**config.mk**
```make
export PLATFORM = sky130hd
export DESIGN_NAME = etx_top
export DESIGN_NICKNAME = d
export VERILOG_FILES = /design/src/logic/etx_pkg.sv /design/src/logic/etx_ctrl_if.sv /design/src/logic/etx_cfg.sv /design/src/logic/etx_path.sv /design/src/logic/etx_top.sv
export VERILOG_INCLUDE_DIRS = /design/src /design/src/logic
export SDC_FILE = /design/constraint.sdc
export NUM_CORES = 1
export LEC_CHECK = 0
export BUFFER_PORTS_ARGS = -buffer_cell sky130_fd_sc_hd__clkbuf_2
export CORE_MARGIN = 2
export CORE_UTILIZATION = 52
export DETAILED_ROUTE_END_ITERATION = 16
export PLACE_DENSITY = 0.8
export SLEW_MARGIN = 20
export SYNTH_ARGS = -nofsm -noshare
export SYNTH_HDL_FRONTEND = slang
export SYNTH_HIERARCHICAL = 1
export SYNTH_SLANG_ARGS = --single-unit
```
**constraint.sdc**
```tcl
create_clock -name clk -period 2.9 [get_ports clk]
set_clock_uncertainty 0.05 [all_clocks]
set_input_delay 0.145 -clock clk [delete_from_list [all_inputs] [get_ports clk]]
set_output_delay 0.145 -clock clk [all_outputs]
set_load 0.03 [all_outputs]
```
**src/logic/etx_macros.svh**
```systemverilog
// ETX configuration plane constants
// Address and packet widths, decode group codes, register offsets
`ifndef ETX_MACROS_SVH
`define ETX_MACROS_SVH

// Widths
`define ETX_AW 32                  // Address width
`define ETX_PW 104                 // Packet width is 2*AW+40

// Address decode groups
`define EGROUP_MMR 4'hF            // Register group in dstaddr[19:16]
`define EGROUP_MMU 4'hE            // MMU table group
`define EGROUP_TX  3'h1            // TX subgroup in dstaddr[10:8]

// Register word offsets in dstaddr[5:2]
`define ETX_OFS_VERSION 4'd0
`define ETX_OFS_CFG     4'd1
`define ETX_OFS_STATUS  4'd2
`define ETX_OFS_GPIO    4'd3
`define ETX_OFS_MONITOR 4'd4
`define ETX_OFS_PACKET  4'd5

`define ETX_VERSION_RESET 16'h0102 // Version after reset

`endif

```
**src/logic/etx_pkg.sv**
```systemverilog
// ETX shared types
// Register offsets, transfer sizes and the packet field layout
package etx_pkg;

`include "etx_macros.svh"

   // Register word offsets
   typedef enum logic [3:0] {
      E_VERSION   = `ETX_OFS_VERSION,
      ETX_CFG     = `ETX_OFS_CFG,
      ETX_STATUS  = `ETX_OFS_STATUS,
      ETX_GPIO    = `ETX_OFS_GPIO,
      ETX_MONITOR = `ETX_OFS_MONITOR,
      ETX_PACKET  = `ETX_OFS_PACKET
   } etx_reg_e;

   // Transfer size
   typedef enum logic [1:0] {
      DM_BYTE   = 2'd0,
      DM_HALF   = 2'd1,
      DM_WORD   = 2'd2,
      DM_DOUBLE = 2'd3
   } datamode_e;

   // Packet fields with MSB first
   typedef struct packed {
      logic [`ETX_AW-1:0] srcaddr;  // 103:72
      logic [`ETX_AW-1:0] data;     // 71:40
      logic [`ETX_AW-1:0] dstaddr;  // 39:8
      logic [4:0]         ctrlmode; // 7:3
      datamode_e          datamode; // 2:1
      logic               write;    // 0
   } emesh_t;

   function automatic emesh_t pkt2emesh(logic [`ETX_PW-1:0] pkt);
      return emesh_t'(pkt);
   endfunction

   function automatic logic [`ETX_PW-1:0] emesh2pkt(emesh_t pkt);
      return `ETX_PW'(pkt);
   endfunction

endpackage

```
**src/logic/etx_ctrl_if.sv**
```systemverilog
// ETX control link between register block and datapath
// Static steering forward, status event pulses back
`timescale 1ns/1ps

interface etx_ctrl_if;

   logic       tx_enable;       // Let traffic through
   logic       remap_enable;    // Clear upper dstaddr bits
   logic       gpio_enable;     // Pins static, traffic blocked
   logic [3:0] ctrlmode;        // Substitute ctrlmode value
   logic       ctrlmode_bypass; // Use ctrlmode above
   logic       blocked_evt;     // Access arrived in GPIO mode
   logic       wait_evt;        // First cycle of tx_wait

   // Register side
   modport cfg (
      output tx_enable, remap_enable, gpio_enable, ctrlmode, ctrlmode_bypass,
      input  blocked_evt, wait_evt
   );

   // Datapath side
   modport path (
      input  tx_enable, remap_enable, gpio_enable, ctrlmode, ctrlmode_bypass,
      output blocked_evt, wait_evt
   );

endinterface

```
**src/logic/etx_cfg.sv**
```systemverilog
// ETX configuration register block
// Decodes register accesses, holds config/status/monitor state, forwards responses
`timescale 1ns/1ps
`include "etx_macros.svh"

module etx_cfg (
   input  logic              clk,
   input  logic              nreset,
   input  logic              cfg_access,  // Register traffic
   input  logic [`ETX_PW-1:0] cfg_packet,
   input  logic              tx_access,   // Data traffic for the monitor
   input  logic [`ETX_PW-1:0] tx_packet,
   input  logic              tx_wait,     // Downstream back-pressure
   input  logic              src_wait,    // From datapath
   output logic              mmu_access,
   output logic              rsp_access,  // Toward receive side
   output logic [`ETX_PW-1:0] rsp_packet,
   output logic              gpio_enable,
   output logic [8:0]        gpio_data,
   etx_ctrl_if.cfg           ctrl
);

   import etx_pkg::*;

   emesh_t      req;         // Incoming register request
   emesh_t      tx_in;       // Monitored data packet
   etx_reg_e    ofs;         // Word offset
   logic        reg_access;
   logic        reg_write;
   logic        wr_version;
   logic        wr_cfg;
   logic        wr_status;
   logic        wr_gpio;
   logic [15:0] version_q;
   logic [7:0]  cfg_lo;      // Enable, MMU, remap, ctrlmode
   logic [12:9] cfg_hi;      // Bypass, burst, GPIO mode
   logic [1:0]  status_q;    // Sticky wait and blocked bits
   logic [8:0]  gpio_q;
   logic [31:0] monitor_q;   // Accepted data accesses
   logic [31:0] sample_q;    // Last data dstaddr
   logic [31:0] rd_data;
   logic [31:0] rd_q;        // Registered readback
   emesh_t      req_q;       // Request held for the response
   emesh_t      rsp;

   //####################################################################
   // Access decode
   //####################################################################

   assign req   = pkt2emesh(cfg_packet);
   assign tx_in = pkt2emesh(tx_packet);
   assign ofs   = etx_reg_e'(req.dstaddr[5:2]);

   assign reg_access = cfg_access && req.dstaddr[19:16] == `EGROUP_MMR
                       && req.dstaddr[10:8] == `EGROUP_TX;
   assign reg_write  = reg_access & req.write;
   assign mmu_access = cfg_access && req.dstaddr[19:16] == `EGROUP_MMU
                       && !req.dstaddr[15];   // Lower half of MMU group

   assign wr_version = reg_write && ofs == E_VERSION;
   assign wr_cfg     = reg_write && ofs == ETX_CFG;
   assign wr_status  = reg_write && ofs == ETX_STATUS;
   assign wr_gpio    = reg_write && ofs == ETX_GPIO;

   //####################################################################
   // Register file
   //####################################################################

   always_ff @(posedge clk)
   begin
      if (!nreset)
      begin
         version_q <= `ETX_VERSION_RESET;
         cfg_lo    <= '0;
         cfg_hi    <= '0;
         gpio_q    <= '0;
      end
      else
      begin
         if (wr_version)
            version_q <= req.data[15:0];
         if (wr_cfg)
         begin
            cfg_lo <= req.data[7:0];
            cfg_hi <= req.data[12:9];
         end
         if (wr_gpio)
            gpio_q <= req.data[8:0];
      end
   end

   // Sticky events, cleared by any write
   always_ff @(posedge clk)
   begin
      if (!nreset)
         status_q <= '0;
      else if (wr_status)
         status_q <= '0;
      else
         status_q <= status_q | {ctrl.wait_evt, ctrl.blocked_evt};
   end

   always_ff @(posedge clk)
   begin
      if (!nreset)
      begin
         monitor_q <= '0;
         sample_q  <= '0;
      end
      else
      begin
         if (tx_access && !src_wait)
            monitor_q <= monitor_q + 32'd1;  // Accepted only
         if (tx_access)
            sample_q <= tx_in.dstaddr;       // Refused traffic too
      end
   end

   // Steering toward the datapath
   assign ctrl.tx_enable       = cfg_lo[0];
   assign ctrl.remap_enable    = (cfg_lo[3:2] == 2'b01);
   assign ctrl.ctrlmode        = cfg_lo[7:4];
   assign ctrl.ctrlmode_bypass = cfg_hi[9];
   assign ctrl.gpio_enable     = gpio_enable;

   assign gpio_enable = (cfg_hi[12:11] == 2'b01);
   assign gpio_data   = gpio_q;

   //####################################################################
   // Readback and response
   //####################################################################

   always_comb
   begin
      case (ofs)
         E_VERSION:   rd_data = {16'h0, version_q};
         ETX_CFG:     rd_data = {19'h0, cfg_hi, 1'b0, cfg_lo};
         ETX_STATUS:  rd_data = {30'h0, status_q};
         ETX_GPIO:    rd_data = {23'h0, gpio_q};
         ETX_MONITOR: rd_data = monitor_q;
         ETX_PACKET:  rd_data = sample_q;
         default:     rd_data = 32'h0;     // Unmapped
      endcase
   end

   always_ff @(posedge clk)
   begin
      if (!nreset)
      begin
         rsp_access <= 1'b0;
         req_q      <= '0;
         rd_q       <= '0;
      end
      else if (!tx_wait)                  // Hold under back-pressure
      begin
         rsp_access <= reg_access;
         if (reg_access)
         begin
            req_q <= req;
            rd_q  <= rd_data;
         end
      end
   end

   always_comb
   begin
      rsp = req_q;
      if (req_q.write)
         rsp.ctrlmode[4] = 1'b0;          // Forwarded write
      else
      begin
         rsp.write   = 1'b1;              // Read answer travels as a write
         rsp.dstaddr = req_q.srcaddr;     // Back to requester
         rsp.srcaddr = req_q.dstaddr;
         rsp.data    = rd_q;
      end
   end

   assign rsp_packet = emesh2pkt(rsp);

   // At most one register written per access
   a_wr_onehot : assert property (@(posedge clk) disable iff (!nreset)
      $onehot0({wr_version, wr_cfg, wr_status, wr_gpio}));

   // Requester holds off while the response stage is stalled
   a_no_cfg_in_wait : assert property (@(posedge clk) disable iff (!nreset)
      !(cfg_access && tx_wait));

endmodule

```
**src/logic/etx_path.sv**
```systemverilog
// ETX transmit datapath stage
// Applies enable, ctrlmode override, remap and GPIO blocking; raises status events
`timescale 1ns/1ps
`include "etx_macros.svh"

module etx_path (
   input  logic              clk,
   input  logic              nreset,
   input  logic              tx_access,
   input  logic [`ETX_PW-1:0] tx_packet,
   input  logic              tx_wait,    // Downstream back-pressure
   output logic              src_wait,   // Back-pressure to source
   output logic              out_access,
   output logic [`ETX_PW-1:0] out_packet,
   etx_ctrl_if.path          ctrl
);

   import etx_pkg::*;

   emesh_t in_pkt;   // Incoming fields
   emesh_t mod_pkt;  // After steering
   emesh_t out_q;    // Output stage payload
   logic   accept;
   logic   wait_q;   // tx_wait last cycle

   //####################################################################
   // Input steering
   //####################################################################

   assign in_pkt = pkt2emesh(tx_packet);

   // Hold source in GPIO mode or under downstream wait
   assign src_wait = tx_wait | ctrl.gpio_enable;
   assign accept   = tx_access & ~src_wait;

   always_comb
   begin
      mod_pkt = in_pkt;
      if (ctrl.ctrlmode_bypass)
         mod_pkt.ctrlmode = {1'b0, ctrl.ctrlmode}; // Configured tag
      if (ctrl.remap_enable)
         mod_pkt.dstaddr[31:29] = 3'b000;          // Fold into low space
   end

   //####################################################################
   // Output stage
   //####################################################################

   always_ff @(posedge clk)
   begin
      if (!nreset)
         out_access <= 1'b0;
      else if (!tx_wait)
         out_access <= accept & ctrl.tx_enable; // Drop when disabled
   end

   // Payload loads only on accepted traffic
   always_ff @(posedge clk)
   begin
      if (!nreset)
         out_q <= '0;
      else if (accept)
         out_q <= mod_pkt;
   end

   assign out_packet = emesh2pkt(out_q);

   //####################################################################
   // Status events
   //####################################################################

   always_ff @(posedge clk)
   begin
      if (!nreset)
         wait_q <= 1'b0;
      else
         wait_q <= tx_wait;
   end

   assign ctrl.blocked_evt = tx_access & ctrl.gpio_enable; // Traffic refused
   assign ctrl.wait_evt    = tx_wait & ~wait_q;            // Rising edge of wait

   // Stalled output keeps its packet until the wait lifts
   a_out_hold : assert property (@(posedge clk) disable iff (!nreset)
      (out_access && tx_wait) |=> (out_access && $stable(out_packet)));

endmodule

```
**src/logic/etx_top.sv**
```systemverilog
// ETX configuration plane top
// Register block and transmit datapath joined by the control interface
`timescale 1ns/1ps
`include "etx_macros.svh"

module etx_top (
   input  logic              clk,
   input  logic              nreset,
   // Register traffic
   input  logic              cfg_access,
   input  logic [`ETX_PW-1:0] cfg_packet,
   // Data traffic
   input  logic              tx_access,
   input  logic [`ETX_PW-1:0] tx_packet,
   input  logic              tx_wait,
   // Transmitted traffic
   output logic              out_access,
   output logic [`ETX_PW-1:0] out_packet,
   output logic              src_wait,
   // Register responses
   output logic              rsp_access,
   output logic [`ETX_PW-1:0] rsp_packet,
   output logic              mmu_access,
   // Static pins
   output logic              gpio_enable,
   output logic [8:0]        gpio_data
);

   etx_ctrl_if u_ctrl ();  // Steering and status link

   etx_cfg u_cfg (
      .clk         (clk),
      .nreset      (nreset),
      .cfg_access  (cfg_access),
      .cfg_packet  (cfg_packet),
      .tx_access   (tx_access),
      .tx_packet   (tx_packet),
      .tx_wait     (tx_wait),
      .src_wait    (src_wait),   // Monitor counts accepted traffic
      .mmu_access  (mmu_access),
      .rsp_access  (rsp_access),
      .rsp_packet  (rsp_packet),
      .gpio_enable (gpio_enable),
      .gpio_data   (gpio_data),
      .ctrl        (u_ctrl.cfg)
   );

   etx_path u_path (
      .clk        (clk),
      .nreset     (nreset),
      .tx_access  (tx_access),
      .tx_packet  (tx_packet),
      .tx_wait    (tx_wait),
      .src_wait   (src_wait),
      .out_access (out_access),
      .out_packet (out_packet),
      .ctrl       (u_ctrl.path)
   );

endmodule

```
==> results.json <==
{
  "cts.path.max_buffers": 3,
  "grt_max_degree": 155,
  "drt-initial-drc-count": 1080,
  "switching_share_pct": 24.5,
  "min_period_over_period_pct": 82.8,
  "path_max_fanout": 44,
  "grt_overflow": 0,
  "multi_input_area_sq_um": 7530,
  "synth_flop_cell": "dfxtp_1",
  "antenna_found_initial": 3,
  "cp_data_required_time_ps": 2710,
  "critPathKind": "reg -> out",
  "synth_area_per_cell_sq_um": 8.93,
  "seq_area_frac_synth_pct": 45.4,
  "status": "completed",
  "grt_usage_pct": 32.7,
  "p_clk_share_pct": 45.0,
  "cp-start-kind": "flip-flop",
  "rsz0062_at_grt": "no",
  "synth_area_sq_um": 15300,
  "start_util_pct": 53.1,
  "hold_class": "in -> reg",
  "worst_pin_slew_ps": 876,
  "synth_top_area_share_pct": 45.4,
  "synth_enable_flop_cells": 0,
  "yosysUniqueCellTypes": 58,
  "wl_per_cell_um": 19.7,
  "power.internal_uw": 8330,
  "vias": 14900,
  "crit_arrival_ps": 2210,
  "setup_viol": 0,
  "async_reset_ff_share_pct": 0,
  "syn_to_final_growth_pct": 36.0,
  "fillers": 1948,
  "grt_pass1_vias": 14900,
  "die_y_um": 175,
  "comb_power_share_pct": 10.3,
  "yosys-top-cells-area": "dfxtp_1 45%, mux2i_1 14%, nand2_1 12%, mux2_2 7.1%, a21oi_1 4.9%",
  "netlist_instances": 1709,
  "p_total_uw": 11000,
  "die_area_sq_um": 30700,
  "grt_pass1_wl_um": 80700,
  "drc": 0,
  "worstSkewPairLatency_ps": 530,
  "clock_sinks": 346,
  "hpwl_um": 32300,
  "yosysWarnings": 6,
  "rows": 62,
  "leakage_uw": 0.00888,
  "synthesis.nets": 1923,
  "cts_setup_buffers": 0,
  "power_density_nw_per_um2": 532,
  "power_frac_seq_pct": 44.7,
  "synth-seq-cells": 346,
  "min_period_ps": 2400,
  "htree_levels": 2,
  "fmax_mhz": 417,
  "fp.coreArea_sq_um": 28800,
  "nets": 2480,
  "cp-end-kind": "output pin",
  "via_per_inst": 5.57,
  "p_sw_uw": 2700,
  "io_buffers": 433,
  "dr.pass1.iters": 6,
  "clkTransAtPathRegs_ps": 50,
  "yosys.area.top_type": "dfxtp_1",
  "cts_tree": "built",
  "drt.antenna.violating_nets": 0,
  "ir_drop_v": 0.000440,
  "tns_ps": 0,
  "hold_viol": 0,
  "gp_congestion": 0.886,
  "regArea_sq_um": 6930,
  "relSlewSlack_pct": 41.5,
  "drv_cap": 0,
  "cts_buffers": 39,
  "slew_violations": 0,
  "drive_gt1_share_pct": 27.8,
  "cts-root-buf": "clkbuf_16",
  "wirelength_um": 53000,
  "ios": 435,
  "die_w_um": 175
}
==> timing repair <==
action	CTS	global route
gates resized for setup	0	0
hold endpoints to repair	266	0
hold buffers	197	0
setup endpoints to repair	0	0
==> power by group through the flow <==
stage,clock network (uW),registers [uW],logic (uW)
3_5_place_dp,0,5030,869
3_3_place_gp,0,5020,855
6_report,4960,4940,1140
5_1_grt,5210,4940,1200
2_1_floorplan,0,5160,399
4_1_cts,5010,4930,1090
==> cell families after synthesis <==
family / share of synthesized area (%)
and+or+nand+nor: 19.6
DFF: 45.4
muxes: 21.6
AOI/OAI and AO/OA: 7.11
buffers and inverters: 5.48
xor gates and xnor gates: 0.688
adders and majority gates: 0.0819
other: 0.0246
==> routing by layer <==
metal  GRT usage (%)  up-vias  wire length, um
met5               0        -                0
met3            8.03      172             4670
li1                -     6917                -
met4            15.7        0             2570
met1            38.6     7025            20600
met2            55.7      827            25100
==> path summary, 6_finish.rpt <==
kind,start,slack (ps),to,cells past startpoint
max,u_cfg/req_q[0]$_SDFFE_PN0P_,500,rsp_packet[22],3
min,cfg_packet[11],60,u_cfg/req_q[11]$_SDFFE_PN0P_,3
max reg2reg,u_cfg/cfg_hi[11]$_SDFFE_PN0P_,510,u_cfg/monitor_q[22]$_SDFFE_PN0P_,7
min reg2reg,u_cfg/req_q[41]$_SDFFE_PN0P_,400,u_cfg/req_q[41]$_SDFFE_PN0P_,2
==> synth_stat cells (all sizes together), types with 5 or more instances <==
| cell type | number |
|---|---|
| inv | 8 |
| o21ai | 15 |
| xor2 | 9 |
| dfxtp | 346 |
| nor4 | 5 |
| a21oi | 148 |
| nor2 | 79 |
| nor3 | 6 |
| nand4 | 13 |
| mux2i | 215 |
| o31ai | 15 |
| and4 | 6 |
| nand2 | 473 |
| or4 | 17 |
| nand3 | 29 |
| mux2 | 96 |
| or3 | 20 |
| nor2b | 5 |
| o22ai | 6 |
| buf | 54 |
| clkbuf | 89 |
| o211ai | 8 |
| and2 | 5 |
| nand3b | 8 |
==> cell type report <==
cell class,count,share of cell area [%]
Inverter,9,0.187
Clock buffer,60,5.67
Sequential cell,346,33.4
Multi-Input combinational cell,1211,36.3
Timing Repair Buffer,659,21.6
Antenna cell,3,0.0362
Tap cell,384,2.31
Clock inverter,11,0.573
==> layout by cell type (no fill, tap or decap), drive strengths merged, types with 8 or more instances in the layout <==
| master | count |
|---|---|
| clkbuf | 493 |
| nand2 | 473 |
| dfxtp | 346 |
| mux2i | 215 |
| dlygate4sd3 | 197 |
| a21oi | 148 |
| mux2 | 96 |
| nor2 | 79 |
| nand3 | 29 |
| buf | 29 |
| or3 | 20 |
| or4 | 17 |
| o31ai | 15 |
| o21ai | 15 |
| nand4 | 13 |
| inv | 12 |
| xor2 | 9 |
| nand3b | 8 |
| o211ai | 8 |
==> worst max-delay path, cell delays in order (launching register included) <==
cell and delay (ps):
dfxtp_4 700, buf_12 330, mux2_2 410, clkbuf_2 200
==> per-stage QoR <==
stage	utilization, %	instance area [sq um]	hold WS, ps	setup WS (ps)	instances
after floorplan	-	15300	220	598	1709
after global placement	60.8	17500	319	600	2412
after detailed placement	60.8	17500	324	538	2412
after CTS	72.1	20800	26.6	499	2680
after global routing	72.1	20800	57.7	394	2683
final	72.1	20800	56.9	499	2683
==> sequential cells by signal, indices dropped and copies added, names as in the netlist <==
register,count
u_cfg/rsp_access,1
u_cfg/gpio_data,9
u_path/out_packet,104
u_path/out_access,1
u_cfg/rd_q,32
u_path/wait_q,1
u_cfg/cfg_lo,8
u_cfg/sample_q,32
u_cfg/version_q,16
u_cfg/req_q,98
u_cfg/status_q,2
u_cfg/rsp_packet,6
u_cfg/monitor_q,32
u_cfg/cfg_hi,4
No activity file was read; power rests on OpenSTA's default activity.
